### config.mk
export PLATFORM = sky130hd
export DESIGN_NAME = if_stage
export DESIGN_NICKNAME = d
export VERILOG_FILES = /design/src/hw/fetch_pkg.sv /design/src/hw/fetch_addr_gen.sv /design/src/hw/prefetch_fifo.sv /design/src/hw/if_id_stage.sv /design/src/hw/if_stage.sv
export SDC_FILE = /design/constraint.sdc
export NUM_CORES = 1
export LEC_CHECK = 0
export ABC_AREA = 1
export ABC_CLOCK_PERIOD_IN_PS = 2800
export BUFFER_PORTS_ARGS = -buffer_cell sky130_fd_sc_hd__buf_4
export CAP_MARGIN = 5
export CORE_UTILIZATION = 30
export CTS_CLUSTER_DIAMETER = 80
export DETAILED_ROUTE_END_ITERATION = 12
export HOLD_SLACK_MARGIN = 0.05
export PLACE_DENSITY_LB_ADDON = 0.25
export SYNTH_ARGS = -nofsm -noshare
export SYNTH_HDL_FRONTEND = slang
export SYNTH_SLANG_ARGS = --single-unit
### constraint.sdc
create_clock -name clk -period 2.8 [get_ports clk]
set_input_delay 0.56 -clock clk [delete_from_list [all_inputs] [get_ports clk]]
set_output_delay 0.56 -clock clk [all_outputs]
set_load 0.02 [all_outputs]
### src/hw/fetch_pkg.sv
// Fetch subsystem package
// Shared address, instruction and handshake types of the fetch path

`default_nettype none

package fetch_pkg;

  // Widths with a meaning
  typedef logic [31:0] addr_t;
  typedef logic [31:0] instr_t;
  typedef logic [23:0] mtvec_t;
  typedef logic [4:0]  irq_id_t;

  // Redirect source selected by the controller
  typedef enum logic [2:0] {
    PC_BOOT      = 3'd0,
    PC_JUMP      = 3'd1,
    PC_BRANCH    = 3'd2,
    PC_EXCEPTION = 3'd3,
    PC_IRQ       = 3'd4,
    PC_MRET      = 3'd5
  } pc_mux_e;

  // Controller to fetch
  typedef struct packed {
    logic    pc_set;
    pc_mux_e pc_mux;
    irq_id_t irq_id;
    logic    halt_if;
  } fetch_ctrl_t;

  // Accepted redirect, seen by the FIFO and the IF/ID stage in the same cycle
  typedef struct packed {
    logic  set;
    addr_t target;
  } fetch_redirect_t;

  // One prefetch FIFO entry
  typedef struct packed {
    instr_t instr;
    logic   err;
  } fetch_resp_t;

  // IF/ID pipeline register towards decode
  typedef struct packed {
    logic   instr_valid;
    instr_t instr;
    addr_t  pc;
    logic   bus_err;
  } if_id_pipe_t;

endpackage

`default_nettype wire

### src/hw/fetch_addr_gen.sv
// Fetch address generator
// Picks the redirect target and issues word requests to instruction memory

`timescale 1ns/1ps
`default_nettype none

module fetch_addr_gen
(
  input  wire logic                       clk,
  input  wire logic                       rst_n,

  // Controller
  input  wire fetch_pkg::fetch_ctrl_t     ctrl_i,

  // Redirect target sources
  input  wire fetch_pkg::addr_t           boot_addr_i,
  input  wire fetch_pkg::mtvec_t          mtvec_i,
  input  wire fetch_pkg::addr_t           jump_target_i,
  input  wire fetch_pkg::addr_t           branch_target_i,
  input  wire fetch_pkg::addr_t           mepc_i,

  // Room left in the prefetch FIFO
  input  wire logic                       credit_i,

  // Memory request side
  output      logic                       instr_req_o,
  output      fetch_pkg::addr_t           instr_addr_o,
  input  wire logic                       instr_gnt_i,

  // To FIFO and IF/ID stage
  output      logic                       issue_o,
  output      fetch_pkg::fetch_redirect_t redirect_o
);

  typedef enum logic {
    IDLE,
    FETCH
  } state_e;

  state_e           state_q;
  fetch_pkg::addr_t target;
  fetch_pkg::addr_t fetch_addr_q;

  //////////////////////////////////////////////////////////////////////
  // Redirect target
  //////////////////////////////////////////////////////////////////////

  always_comb
  begin
    // Boot is the fallback
    target = {boot_addr_i[31:2], 2'b00};
    unique case (ctrl_i.pc_mux)
      fetch_pkg::PC_BOOT:      target = {boot_addr_i[31:2], 2'b00};
      fetch_pkg::PC_JUMP:      target = {jump_target_i[31:1], 1'b0};
      fetch_pkg::PC_BRANCH:    target = {branch_target_i[31:1], 1'b0};
      // All exceptions share the base address
      fetch_pkg::PC_EXCEPTION: target = {mtvec_i, 8'h00};
      // Vectored, base plus cause times 4
      fetch_pkg::PC_IRQ:       target = {mtvec_i, 1'b0, ctrl_i.irq_id, 2'b00};
      fetch_pkg::PC_MRET:      target = {mepc_i[31:1], 1'b0};
      default:                 target = {boot_addr_i[31:2], 2'b00};
    endcase
  end

  // Redirect is taken at the same edge the controller asserts it
  assign redirect_o.set    = ctrl_i.pc_set;
  assign redirect_o.target = target;

  //////////////////////////////////////////////////////////////////////
  // Fetch state and address
  //////////////////////////////////////////////////////////////////////

  always_ff @(posedge clk, negedge rst_n)
  begin
    if (!rst_n)
    begin
      state_q      <= IDLE;
      fetch_addr_q <= '0;
    end
    else
    begin
      if (ctrl_i.pc_set)
      begin
        // New stream, overrides a grant in the same cycle
        state_q      <= FETCH;
        fetch_addr_q <= target;
      end
      else if (issue_o)
      begin
        fetch_addr_q <= fetch_addr_q + 32'd4;
      end
    end
  end

  // Credit only changes on an issue, so a pending req is never withdrawn
  assign instr_req_o  = (state_q == FETCH) && credit_i;
  assign instr_addr_o = fetch_addr_q;
  assign issue_o      = instr_req_o && instr_gnt_i;

endmodule

`default_nettype wire

### src/hw/prefetch_fifo.sv
// Prefetch FIFO
// Buffers memory responses, tracks credit and drops stale ones after a flush

`timescale 1ns/1ps
`default_nettype none

module prefetch_fifo #(
  parameter int unsigned FIFO_DEPTH = 4
) (
  input  wire logic                       clk,
  input  wire logic                       rst_n,

  input  wire fetch_pkg::fetch_redirect_t redirect_i,
  input  wire logic                       issue_i,

  // Memory response side
  input  wire logic                       rvalid_i,
  input  wire fetch_pkg::instr_t          rdata_i,
  input  wire logic                       err_i,

  output      logic                       credit_o,

  // Towards IF/ID stage
  output      logic                       valid_o,
  output      fetch_pkg::fetch_resp_t     resp_o,
  input  wire logic                       ready_i,

  output      logic                       busy_o
);

  localparam int unsigned PTR_W = $clog2(FIFO_DEPTH);
  localparam int unsigned CNT_W = PTR_W + 1;

  typedef logic [CNT_W-1:0] cnt_t;

  fetch_pkg::fetch_resp_t mem [FIFO_DEPTH];
  logic [PTR_W-1:0]       wr_ptr_q;
  logic [PTR_W-1:0]       rd_ptr_q;
  cnt_t                   count_q;
  cnt_t                   outst_q;
  cnt_t                   outst_n;
  cnt_t                   discard_q;
  logic [CNT_W:0]         used;
  logic                   wr_en;
  logic                   rd_en;

  // Stale responses never reach the buffer
  assign wr_en   = rvalid_i && (discard_q == '0);
  assign rd_en   = valid_o && ready_i;
  assign outst_n = outst_q + cnt_t'(issue_i) - cnt_t'(rvalid_i);

  // In-flight requests reserve their slot up front
  assign used     = {1'b0, outst_q} + {1'b0, count_q};
  assign credit_o = used < (CNT_W+1)'(FIFO_DEPTH);

  //////////////////////////////////////////////////////////////////////
  // Counters and pointers
  //////////////////////////////////////////////////////////////////////

  always_ff @(posedge clk, negedge rst_n)
  begin
    if (!rst_n)
    begin
      wr_ptr_q  <= '0;
      rd_ptr_q  <= '0;
      count_q   <= '0;
      outst_q   <= '0;
      discard_q <= '0;
    end
    else
    begin
      outst_q <= outst_n;
      if (redirect_i.set)
      begin
        // Whatever is still in flight belongs to the old stream
        discard_q <= outst_n;
        wr_ptr_q  <= '0;
        rd_ptr_q  <= '0;
        count_q   <= '0;
      end
      else
      begin
        if (rvalid_i && (discard_q != '0))
          discard_q <= discard_q - cnt_t'(1);
        if (wr_en)
          wr_ptr_q <= wr_ptr_q + PTR_W'(1);
        if (rd_en)
          rd_ptr_q <= rd_ptr_q + PTR_W'(1);
        count_q <= count_q + cnt_t'(wr_en) - cnt_t'(rd_en);
      end
    end
  end

  // Storage
  always_ff @(posedge clk)
  begin
    if (wr_en)
      mem[wr_ptr_q] <= '{instr: rdata_i, err: err_i};
  end

  assign valid_o = (count_q != '0);
  assign resp_o  = mem[rd_ptr_q];
  assign busy_o  = (outst_q != '0) || (count_q != '0);

endmodule

`default_nettype wire

### src/hw/if_id_stage.sv
// IF/ID register stage
// Tracks the PC of each instruction and hands one at a time to decode

`timescale 1ns/1ps
`default_nettype none

module if_id_stage
(
  input  wire logic                       clk,
  input  wire logic                       rst_n,

  input  wire fetch_pkg::fetch_redirect_t redirect_i,
  input  wire logic                       halt_i,

  // From prefetch FIFO
  input  wire logic                       valid_i,
  input  wire fetch_pkg::fetch_resp_t     resp_i,
  output      logic                       ready_o,

  // Decode side
  input  wire logic                       id_ready_i,
  output      fetch_pkg::if_id_pipe_t     if_id_pipe_o
);

  fetch_pkg::addr_t  pc_q;
  logic              instr_valid_q;
  fetch_pkg::instr_t instr_q;
  fetch_pkg::addr_t  instr_pc_q;
  logic              bus_err_q;
  logic              xfer;

  // Halt keeps new instructions out of ID
  assign ready_o = id_ready_i && !halt_i;
  assign xfer    = valid_i && ready_o;

  // PC and valid bit
  always_ff @(posedge clk, negedge rst_n)
  begin
    if (!rst_n)
    begin
      pc_q          <= '0;
      instr_valid_q <= 1'b0;
    end
    else if (redirect_i.set)
    begin
      pc_q          <= redirect_i.target;
      instr_valid_q <= 1'b0;
    end
    else if (xfer)
    begin
      pc_q          <= pc_q + 32'd4;
      instr_valid_q <= 1'b1;
    end
    else if (id_ready_i)
    begin
      // ID took the last one and nothing new came in
      instr_valid_q <= 1'b0;
    end
  end

  // Payload, frozen while ID stalls
  always_ff @(posedge clk)
  begin
    if (xfer)
    begin
      instr_q    <= resp_i.instr;
      bus_err_q  <= resp_i.err;
      instr_pc_q <= pc_q;
    end
  end

  assign if_id_pipe_o = '{instr_valid: instr_valid_q, instr: instr_q,
                          pc: instr_pc_q, bus_err: bus_err_q};

endmodule

`default_nettype wire

### src/hw/if_stage.sv
// Instruction fetch stage top
// Address generator, prefetch FIFO and IF/ID register in a chain

`timescale 1ns/1ps
`default_nettype none

module if_stage #(
  parameter int unsigned FIFO_DEPTH = 4
) (
  input  wire logic                   clk,
  input  wire logic                   rst_n,

  // Controller
  input  wire fetch_pkg::fetch_ctrl_t ctrl_i,

  // Target sources
  input  wire fetch_pkg::addr_t       boot_addr_i,
  input  wire fetch_pkg::mtvec_t      mtvec_i,
  input  wire fetch_pkg::addr_t       jump_target_i,
  input  wire fetch_pkg::addr_t       branch_target_i,
  input  wire fetch_pkg::addr_t       mepc_i,

  // Instruction memory
  output      logic                   instr_req_o,
  output      fetch_pkg::addr_t       instr_addr_o,
  input  wire logic                   instr_gnt_i,
  input  wire logic                   instr_rvalid_i,
  input  wire fetch_pkg::instr_t      instr_rdata_i,
  input  wire logic                   instr_err_i,

  // Decode side
  input  wire logic                   id_ready_i,
  output      fetch_pkg::if_id_pipe_t if_id_pipe_o,
  output      logic                   if_busy_o
);

  fetch_pkg::fetch_redirect_t redirect;
  fetch_pkg::fetch_resp_t     fifo_resp;
  logic                       issue;
  logic                       credit;
  logic                       fifo_valid;
  logic                       fifo_ready;

  //////////////////////////////////////////////////////////////////////
  // Producer
  //////////////////////////////////////////////////////////////////////

  fetch_addr_gen fetch_addr_gen_inst (
    .clk             (clk),
    .rst_n           (rst_n),
    .ctrl_i          (ctrl_i),
    .boot_addr_i     (boot_addr_i),
    .mtvec_i         (mtvec_i),
    .jump_target_i   (jump_target_i),
    .branch_target_i (branch_target_i),
    .mepc_i          (mepc_i),
    .credit_i        (credit),
    .instr_req_o     (instr_req_o),
    .instr_addr_o    (instr_addr_o),
    .instr_gnt_i     (instr_gnt_i),
    .issue_o         (issue),
    .redirect_o      (redirect)
  );

  // Buffer
  prefetch_fifo #(
    .FIFO_DEPTH (FIFO_DEPTH)
  ) prefetch_fifo_inst (
    .clk        (clk),
    .rst_n      (rst_n),
    .redirect_i (redirect),
    .issue_i    (issue),
    .rvalid_i   (instr_rvalid_i),
    .rdata_i    (instr_rdata_i),
    .err_i      (instr_err_i),
    .credit_o   (credit),
    .valid_o    (fifo_valid),
    .resp_o     (fifo_resp),
    .ready_i    (fifo_ready),
    .busy_o     (if_busy_o)
  );

  // Consumer
  if_id_stage if_id_stage_inst (
    .clk          (clk),
    .rst_n        (rst_n),
    .redirect_i   (redirect),
    .halt_i       (ctrl_i.halt_if),
    .valid_i      (fifo_valid),
    .resp_i       (fifo_resp),
    .ready_o      (fifo_ready),
    .id_ready_i   (id_ready_i),
    .if_id_pipe_o (if_id_pipe_o)
  );

endmodule

`default_nettype wire

==> impl_metrics.ini, run 1 <==
[outcome]
outcome = finished, final reports clean

[timing]
max_freq_mhz = 401
finalHoldViolCount = 0
rsz0062_at_grt = no
worst_pin_slew_ps = 969
period_needed_ps = 2490
setup_viol = 0
setup_tns_ps = 0
finalCritPeriodShare_pct = 89.0
relSlewSlack_pct = 35.3
worst_slack_ps = 309
maxSlewViolCount = 0
finalClockSkew_ps = 42.6

[routing]
drc = 0
viasPerCell = 4.71
firstDrtPassIters = 5
drt-initial-drc-count = 827
antenna_left = 0
vias = 11670
wl_per_cell_um = 17.0
drt_wl_total_mm = 42.2

[clock_network]
cts-buffers-inserted = 30
cts_setup_buffers = 0
cts_hold_buf = 1
cts_tree = built
cts_resized = 0
clock-root-buffer = clkbuf_16
clk_latency_ps = 590
cts.clk_slew.worst_paths_ps = 60
htreeDepth = 1
clock_sinks = 273
clockBufferDepth = 3

[finish]
fin_util_pct = 39.4
fin_nets = 2077
drive_above_1_share_pct = 21.5
syn_to_final_growth_pct = 29.2
diodes = 0

[worst_setup_path]
critPathLaunchType = register
worstPathMaxFanout = 20
cp-end-kind = register
arrival_ps = 2930
crit_required_ps = 3230
critPathKind = register to register

[synth]
synth_warnings = 0
synth_largest_area_cell = edfxtp_1
netlist_area_um2 = 13600
yosysSeqAreaShare_pct = 57.6
ys_ff_latch = 273
synth_cell_types = 38
ys_top_cells_by_area = edfxtp_1, dfrtp_1, nand2_1
synth_top_area_share_pct = 43.4
synthCells = 1563
syn_avg_cell_area_um2 = 8.67

[global_routing]
busiest_layer = met2
met3_usage_pct = 3.08
grt_util_met1_pct = 24.5
grt_pass1_vias = 11285
grt_pass1_wl_mm = 65.0
grt_start_max_net_pins = 78
grtUsageMet2_pct = 29.7
antenna_found_initial = 0
track_usage_pct = 18.2
grt_overflow = 0

[power_and_ir_drop]
powerDensity_nw_per_um2 = 768
p_total_mw = 13.5
ir_drop_v = 0.000474
p_leak_nw = 7.58

[die]
core_area_um2 = 44400
dieWidth_um = 215
fp.dieArea_um2 = 46000
die_h_um = 215
num_rows = 77
num_io_pins = 300
initial_core_util_pct = 30.5

[run]
maxCapViolations = 0

[place]
pre_cts_ws_ps = 259
post-dp-hpwl_mm = 30.8
port_buffers = 292
gp_congestion = 0.903

[worst_hold_path]
hold_class = input port to register
[flip-flops by register name, indices dropped and copies added (netlist names)]
signal	cells
fetch_addr_gen_inst.instr_addr_o	31
fetch_addr_gen_inst.state_q	1
if_id_stage_inst.bus_err_q	1
if_id_stage_inst.instr_pc_q	31
if_id_stage_inst.instr_q	32
if_id_stage_inst.instr_valid_q	1
if_id_stage_inst.pc_q	31
prefetch_fifo_inst.count_q	3
prefetch_fifo_inst.discard_q	3
prefetch_fifo_inst.mem	132
prefetch_fifo_inst.outst_q	3
prefetch_fifo_inst.rd_ptr_q	2
prefetch_fifo_inst.wr_ptr_q	2
[worst max-delay path: stages (launching register included)]
cell and delay, ps:
dfrtp_1 440, ha_1 300, nand3_1 90, nand4_2 110, inv_2 110, nor2_2 750, inv_1 130, buf_4 240
nor2_1 100, a21oi_1 50
[per-stage QoR]
step / cell area (um^2) / cells / hold WS, ps
2_1_floorplan: 13600 / 1564 / 264
3_3_place_gp: 16500 / 2420 / 427
3_5_place_dp: 16500 / 2420 / 432
4_1_cts: 17500 / 2477 / 127
5_1_grt: 17500 / 2477 / 133
6_report: 17500 / 2477 / 167
[Yosys cell counts, drive strengths merged]
library cell and instances:
buf 34, xor2 4, nor2 325, nand4 38, ha 14, o22ai 34
xnor2 4, o21ai 103, inv 133, dfrtp 77, edfxtp 196, o211ai 6
clkinv 1, clkbuf 27, or2 7, and3 1, fa 2, a22oi 1
conb 1, and2 1, nand3b 2, nand2 411, nor3 4, a21oi 65
nand3 71, a211oi 1
[final cells by class]
type / instances / area, um^2
multi-input combinational: 1096 / 4960
timing repair buffer: 326 / 2470
tap: 592 / 741
sequential: 273 / 7810
inverter: 134 / 504
fill: 4444 / 26900
clock buffer: 37 / 777
clock inverter: 19 / 249
[metal layers]
layer	vias to the layer above	part of all wire (%)
li1	5763	-
met1	5447	45
met2	393	47
met3	67	6.0
met4	0	2.9
met5	-	0
[power by group]
group / total [mW] / internal, mW / switching [mW]
logic: 3.69 / 1.38 / 2.31
registers: 5.69 / 5.06 / 0.626
clock network: 4.07 / 2.44 / 1.63
total: 13.5 / 8.88 / 4.57
[final timing paths]
check,from,slack (ps),end,cells after the start
max,prefetch_fifo_inst.count_q[1],310,fetch_addr_gen_inst.instr_addr_o[6],9
min,instr_rdata_i[28],170,prefetch_fifo_inst.mem[0][29],1
max reg2reg,prefetch_fifo_inst.count_q[1],310,fetch_addr_gen_inst.instr_addr_o[6],9
min reg2reg,fetch_addr_gen_inst.state_q,440,fetch_addr_gen_inst.state_q,2
max in group asynchronous,rst_n,1500,if_id_stage_inst.pc_q[23],3
min in group asynchronous,rst_n,580,prefetch_fifo_inst.rd_ptr_q[1],2
[placed cells by master, fill, tap and decap left out, types with 8 or more instances in the layout]
master	n
nand2_1	409
buf_4	323
nor2_1	311
edfxtp_1	196
inv_1	124
o21ai_0	100
dfrtp_1	76
nand3_1	69
a21oi_1	65
nand4_1	37
o22ai_1	34
clkbuf_16	30
ha_1	14
inv_2	8
[cells by family (layout without fill, tap and decap cells)]
group                      Yosys count  count (layout)  share of synthesized area, %
AOI/OAI and AO/OA                  210             210                          8.24
and+or+nand+nor                    860             860                          25.9
xor gates and xnor gates             8               8                         0.517
buffers and inverters              195             516                          6.06
DFF                                273             273                          57.6
other                                1               2                        0.0277
adders and majority gates           16              16                          1.59
(Power assumes the default switching activity.)
==> run 2, diff against run 1 <==
--- a/config.mk
+++ b/config.mk
@@ -14,6 +14,7 @@
 export DETAILED_ROUTE_END_ITERATION = 12
 export HOLD_SLACK_MARGIN = 0.05
 export PLACE_DENSITY_LB_ADDON = 0.25
+export REMOVE_ABC_BUFFERS = 1
 export SYNTH_ARGS = -nofsm -noshare
 export SYNTH_HDL_FRONTEND = slang
 export SYNTH_SLANG_ARGS = --single-unit
==> impl_metrics.ini, run 2 (synthesized netlist as in run 1, its figures left out) <==
[worst_setup_path]
slowest_stage = dfrtp_1
arrival_ps = 2920
worstPathMaxFanout = 5
critPathLaunchType = register
crit_required_ps = 3310
path_cells = nor2_2 -> inv_2 -> o21ai_2 -> clkinv_2 -> ha_1 -> inv_1 -> ha_1 -> inv_1 -> fa_1 -> and3_1 -> nor3_1
critPathKind = register to register
critical-path-max-stage-delay_ps = 440
cp-end-kind = register

[outcome]
outcome = finished, final reports clean

[clock_network]
cts_setup_buffers = 0
cts-buffers-inserted = 30
clock_sinks = 273
cts.clk_slew.worst_paths_ps = 60
clk_latency_ps = 590
cts_tree = built
clockBufferDepth = 3
clock-root-buffer = clkbuf_16
htreeDepth = 1

[run]
maxCapViolations = 0

[place]
post-dp-hpwl_mm = 30.8
gp_congestion = 0.891
pre_cts_ws_ps = 354
port_buffers = 292

[worst_hold_path]
hold_class = input port to register

[die]
num_rows = 77
fp.dieArea_um2 = 46000
core_area_um2 = 44400
die_h_um = 215
num_io_pins = 300
dieWidth_um = 215
initial_core_util_pct = 30.5

[global_routing]
grt_start_max_net_pins = 78
grt_pass1_vias = 11470
grt_pass1_wl_mm = 66.2
track_usage_pct = 18.4
antenna_found_initial = 0
grt_overflow = 0

[finish]
fin_nets = 2073
final_cell_mix = nand2_1, buf_4, nor2_1
syn_to_final_growth_pct = 28.7
final_common_cell = nand2_1
largest_register_ffs = 132
reg_top3 = prefetch_fifo_inst.mem (132), if_id_stage_inst.instr_q (32)
fillers = 4510
fin_util_pct = 39.3
drive_above_1_share_pct = 21.2
largest-register = prefetch_fifo_inst.mem
diodes = 0

[timing]
finalCritPeriodShare_pct = 85.8
period_needed_ps = 2400
rsz0062_at_grt = no
setup_viol = 0
relSlewSlack_pct = 52.8
setup_tns_ps = 0
worst_pin_slew_ps = 707
max_freq_mhz = 416
finalClockSkew_ps = 51.1
worst_slack_ps = 399
finalHoldViolCount = 0
maxSlewViolCount = 0

[routing]
drt-initial-drc-count = 830
viasPerCell = 4.71
vias = 11642
wl_per_cell_um = 17.4
drt_wl_total_mm = 43.0
drc = 0
antenna_left = 0
firstDrtPassIters = 5

[power_and_ir_drop]
ir_drop_v = 0.000501
p_leak_nw = 7.54
powerDensity_nw_per_um2 = 761
[run 2: worst paths after layout]
| check | startpoint | to | slack, ps | cells after the start |
|---|---|---|---|---|
| worst max-delay path | prefetch_fifo_inst.count_q[1] | prefetch_fifo_inst.count_q[2] | 400 | 11 |
| worst min-delay path | instr_rdata_i[3] | prefetch_fifo_inst.mem[3][4] | 160 | 1 |
| worst max register to register | prefetch_fifo_inst.count_q[1] | prefetch_fifo_inst.count_q[2] | 400 | 11 |
| worst min register to register | if_id_stage_inst.pc_q[1] | if_id_stage_inst.instr_pc_q[1] | 430 | 0 |
| max in group asynchronous | rst_n | fetch_addr_gen_inst.instr_addr_o[1] | 1850 | 3 |
| min in group asynchronous | rst_n | if_id_stage_inst.pc_q[18] | 570 | 3 |
[run 2: critical path: cells and delay by family (launching register included)]
kind / cells / cell delay, ps
AO/OA/AOI/OAI: 1 / 290
adder cells (fa/ha/maj): 3 / 810
buffers and inverters: 4 / 310
flip-flops: 1 / 440
AND/OR/NAND/NOR: 3 / 460
[run 2: where the power goes]
part           switching [mW]  internal (mW)
combinational            2.34           1.39
clock                    1.65           2.17
sequential              0.654           5.06
total                    4.64           8.63
[run 2: metal layers]
metal  track usage (%)  up-vias  share of wire [%]
li1                  -     5761                  -
met1              24.0     5469                 44
met5                 0        -                  0
met3              3.13       45                6.1
met2              31.7      367                 49
met4              4.43        0                1.9
[run 2: stage by stage]
step	cell area, um^2	total power [mW]	instances	hold slack [ps]
floorplan	13200	7.73	1503	264
global placement	16500	9.50	2416	427
detailed placement	16500	9.57	2416	432
CTS	17500	13.4	2473	131
global route	17500	14.0	2473	140
finish	17500	13.3	2473	163
[run 2: area by class of cell]
class,count,area [um^2],area share [%]
clock buffer,46,841,4.82
timing repair buffer,322,2480,14.2
tap,592,741,4.24
clock inverter,10,111,0.638
multi-input combinational,1096,4960,28.4
inverter,134,504,2.89
sequential,273,7810,44.8
[run 2: repair_timing]
item / 4_1_cts / 5_1_grt
gates resized for setup: 0 / 0
setup endpoints to repair: 0 / 0
hold endpoints to repair: 33 / 0
hold buffers: 1 / 0
==> run 3, diff against run 2 <==
--- a/config.mk
+++ b/config.mk
@@ -10,6 +10,7 @@
 export BUFFER_PORTS_ARGS = -buffer_cell sky130_fd_sc_hd__buf_4
 export CAP_MARGIN = 5
 export CORE_UTILIZATION = 30
+export CTS_BUF_LIST = sky130_fd_sc_hd__clkbuf_8 sky130_fd_sc_hd__clkbuf_16
 export CTS_CLUSTER_DIAMETER = 80
 export DETAILED_ROUTE_END_ITERATION = 12
 export HOLD_SLACK_MARGIN = 0.05
==> impl_metrics.ini, run 3 (synthesized netlist as in run 1, its figures left out) <==
[finish]
diodes = 0
final_common_cell = nand2_1
fin_nets = 2073
largest_register_ffs = 132
syn_to_final_growth_pct = 28.7
fillers = 4510
largest-register = prefetch_fifo_inst.mem
final_area_um2 = 17500
final_cell_mix = nand2_1, buf_4, nor2_1
drive_above_1_share_pct = 21.2
reg_top3 = prefetch_fifo_inst.mem (132), if_id_stage_inst.instr_q (32)

[die]
dieWidth_um = 215
num_rows = 77
die_h_um = 215
initial_core_util_pct = 30.5
num_io_pins = 300
fp.dieArea_um2 = 46000
core_area_um2 = 44400

[timing]
relSlewSlack_pct = 53.1
rsz0062_at_grt = no
fin_hold_ws_ps = 162
worst_slack_ps = 397
setup_viol = 0
finalHoldViolCount = 0
period_needed_ps = 2400
finalClockSkew_ps = 51.6
maxSlewViolCount = 0
worst_pin_slew_ps = 704
max_freq_mhz = 416
setup_tns_ps = 0
finalCritPeriodShare_pct = 85.8

[routing]
drc = 0
firstDrtPassIters = 5
antenna_left = 0
drt-initial-drc-count = 852
wl_per_cell_um = 17.4
viasPerCell = 4.71
vias = 11639
drt_wl_total_mm = 43.0

[clock_network]
clockBufferDepth = 3
cts-buffers-inserted = 30
cts_setup_buffers = 0
cts_resized = 0
clock_sinks = 273
cts_tree = built
clk_latency_ps = 600
cts_hold_buf = 1
cts.clk_slew.worst_paths_ps = 60
clock-root-buffer = clkbuf_16
htreeDepth = 1

[worst_setup_path]
crit_buf_inv = 4
critical-path-max-stage-delay_ps = 440
critPathKind = register to register
startpoint = prefetch_fifo_inst.count_q[1]
critPathLaunchType = register
worstPathMaxFanout = 5
cp-end-kind = register
path_cells = nor2_2 -> inv_2 -> o21ai_2 -> clkinv_2 -> ha_1 -> inv_1 -> ha_1 -> inv_1 -> fa_1 -> and3_1 -> nor3_1
rr_startpoint = prefetch_fifo_inst.count_q[1]
critPathTopFamily = adder cells
slowest_stage = dfrtp_1
arrival_ps = 2920
crit_required_ps = 3320

[outcome]
outcome = finished, final reports clean

[worst_hold_path]
hold_class = input port to register
hp-start = instr_rdata_i[3]

[global_routing]
antenna_found_initial = 0
track_usage_pct = 18.4
grt_start_max_net_pins = 78
grt_pass1_wl_mm = 66.2
grt_overflow = 0
grt_pass1_vias = 11472

[run]
maxCapViolations = 0

[power_and_ir_drop]
ir_drop_v = 0.000501
powerDensity_nw_per_um2 = 758
p_leak_nw = 7.59

[place]
gp_congestion = 0.891
placed_cell_area_um2 = 16500
post-dp-hpwl_mm = 30.8
pre_cts_ws_ps = 354
port_buffers = 292
run 3: cell types whose count changed in the layout (fill, tap and decap cells not counted), sizes merged:
cell    change
inv        +13
clkbuf     -13
run 3: worst register-to-register path, cell delays in order, from the launching register on:
cell,delay (ps)
dfrtp_1,440
nor2_2,160
inv_2,60
o21ai_2,300
clkinv_2,140
ha_1,290
inv_1,60
ha_1,140
inv_1,50
fa_1,380
and3_1,180
nor3_1,120
run 3: layer usage:
layer  routed length, um  global-route usage [%]  vias up
met4                 862                    4.43        0
met2               20800                    31.7      389
met3                2550                    3.13       52
met5                   0                       0        -
li1                    -                       -     5755
met1               18900                    24.0     5443
run 3: where the power goes:
part           internal [mW]  switching (mW)  leakage (nW)
sequential              5.06           0.652          2.72
clock                   2.13            1.65         0.515
combinational           1.39            2.35          4.36
run 3: metrics by stage:
| step | std cells | util, % | power [mW] |
|---|---|---|---|
| 6_report | 2473 | 39.3 | 13.2 |
| 4_1_cts | 2473 | 39.3 | 13.4 |
| 2_1_floorplan | 1503 | - | 7.73 |
| 3_3_place_gp | 2416 | 37.1 | 9.50 |
| 5_1_grt | 2473 | 39.3 | 14.0 |
| 3_5_place_dp | 2416 | 37.1 | 9.57 |
run 3: final cells by class:
| type | instances | area, um^2 | area share (%) |
|---|---|---|---|
| Inverter | 134 | 504 | 2.89 |
| Tap cell | 592 | 741 | 4.24 |
| Clock buffer | 33 | 792 | 4.54 |
| Sequential cell | 273 | 7810 | 44.8 |
| Clock inverter | 23 | 160 | 0.918 |
| Timing Repair Buffer | 322 | 2480 | 14.2 |
| Multi-Input combinational cell | 1096 | 4960 | 28.4 |
run 3: final timing paths:
kind / end / slack, ps / cells past startpoint
min in group asynchronous: if_id_stage_inst.pc_q[18] / 570 / 3
max in group asynchronous: fetch_addr_gen_inst.instr_addr_o[1] / 1850 / 3
setup / recovery: prefetch_fifo_inst.count_q[2] / 400 / 11
setup reg to reg: prefetch_fifo_inst.count_q[2] / 400 / 11
hold / removal: prefetch_fifo_inst.mem[3][4] / 160 / 1
hold reg to reg: if_id_stage_inst.instr_pc_q[1] / 430 / 0
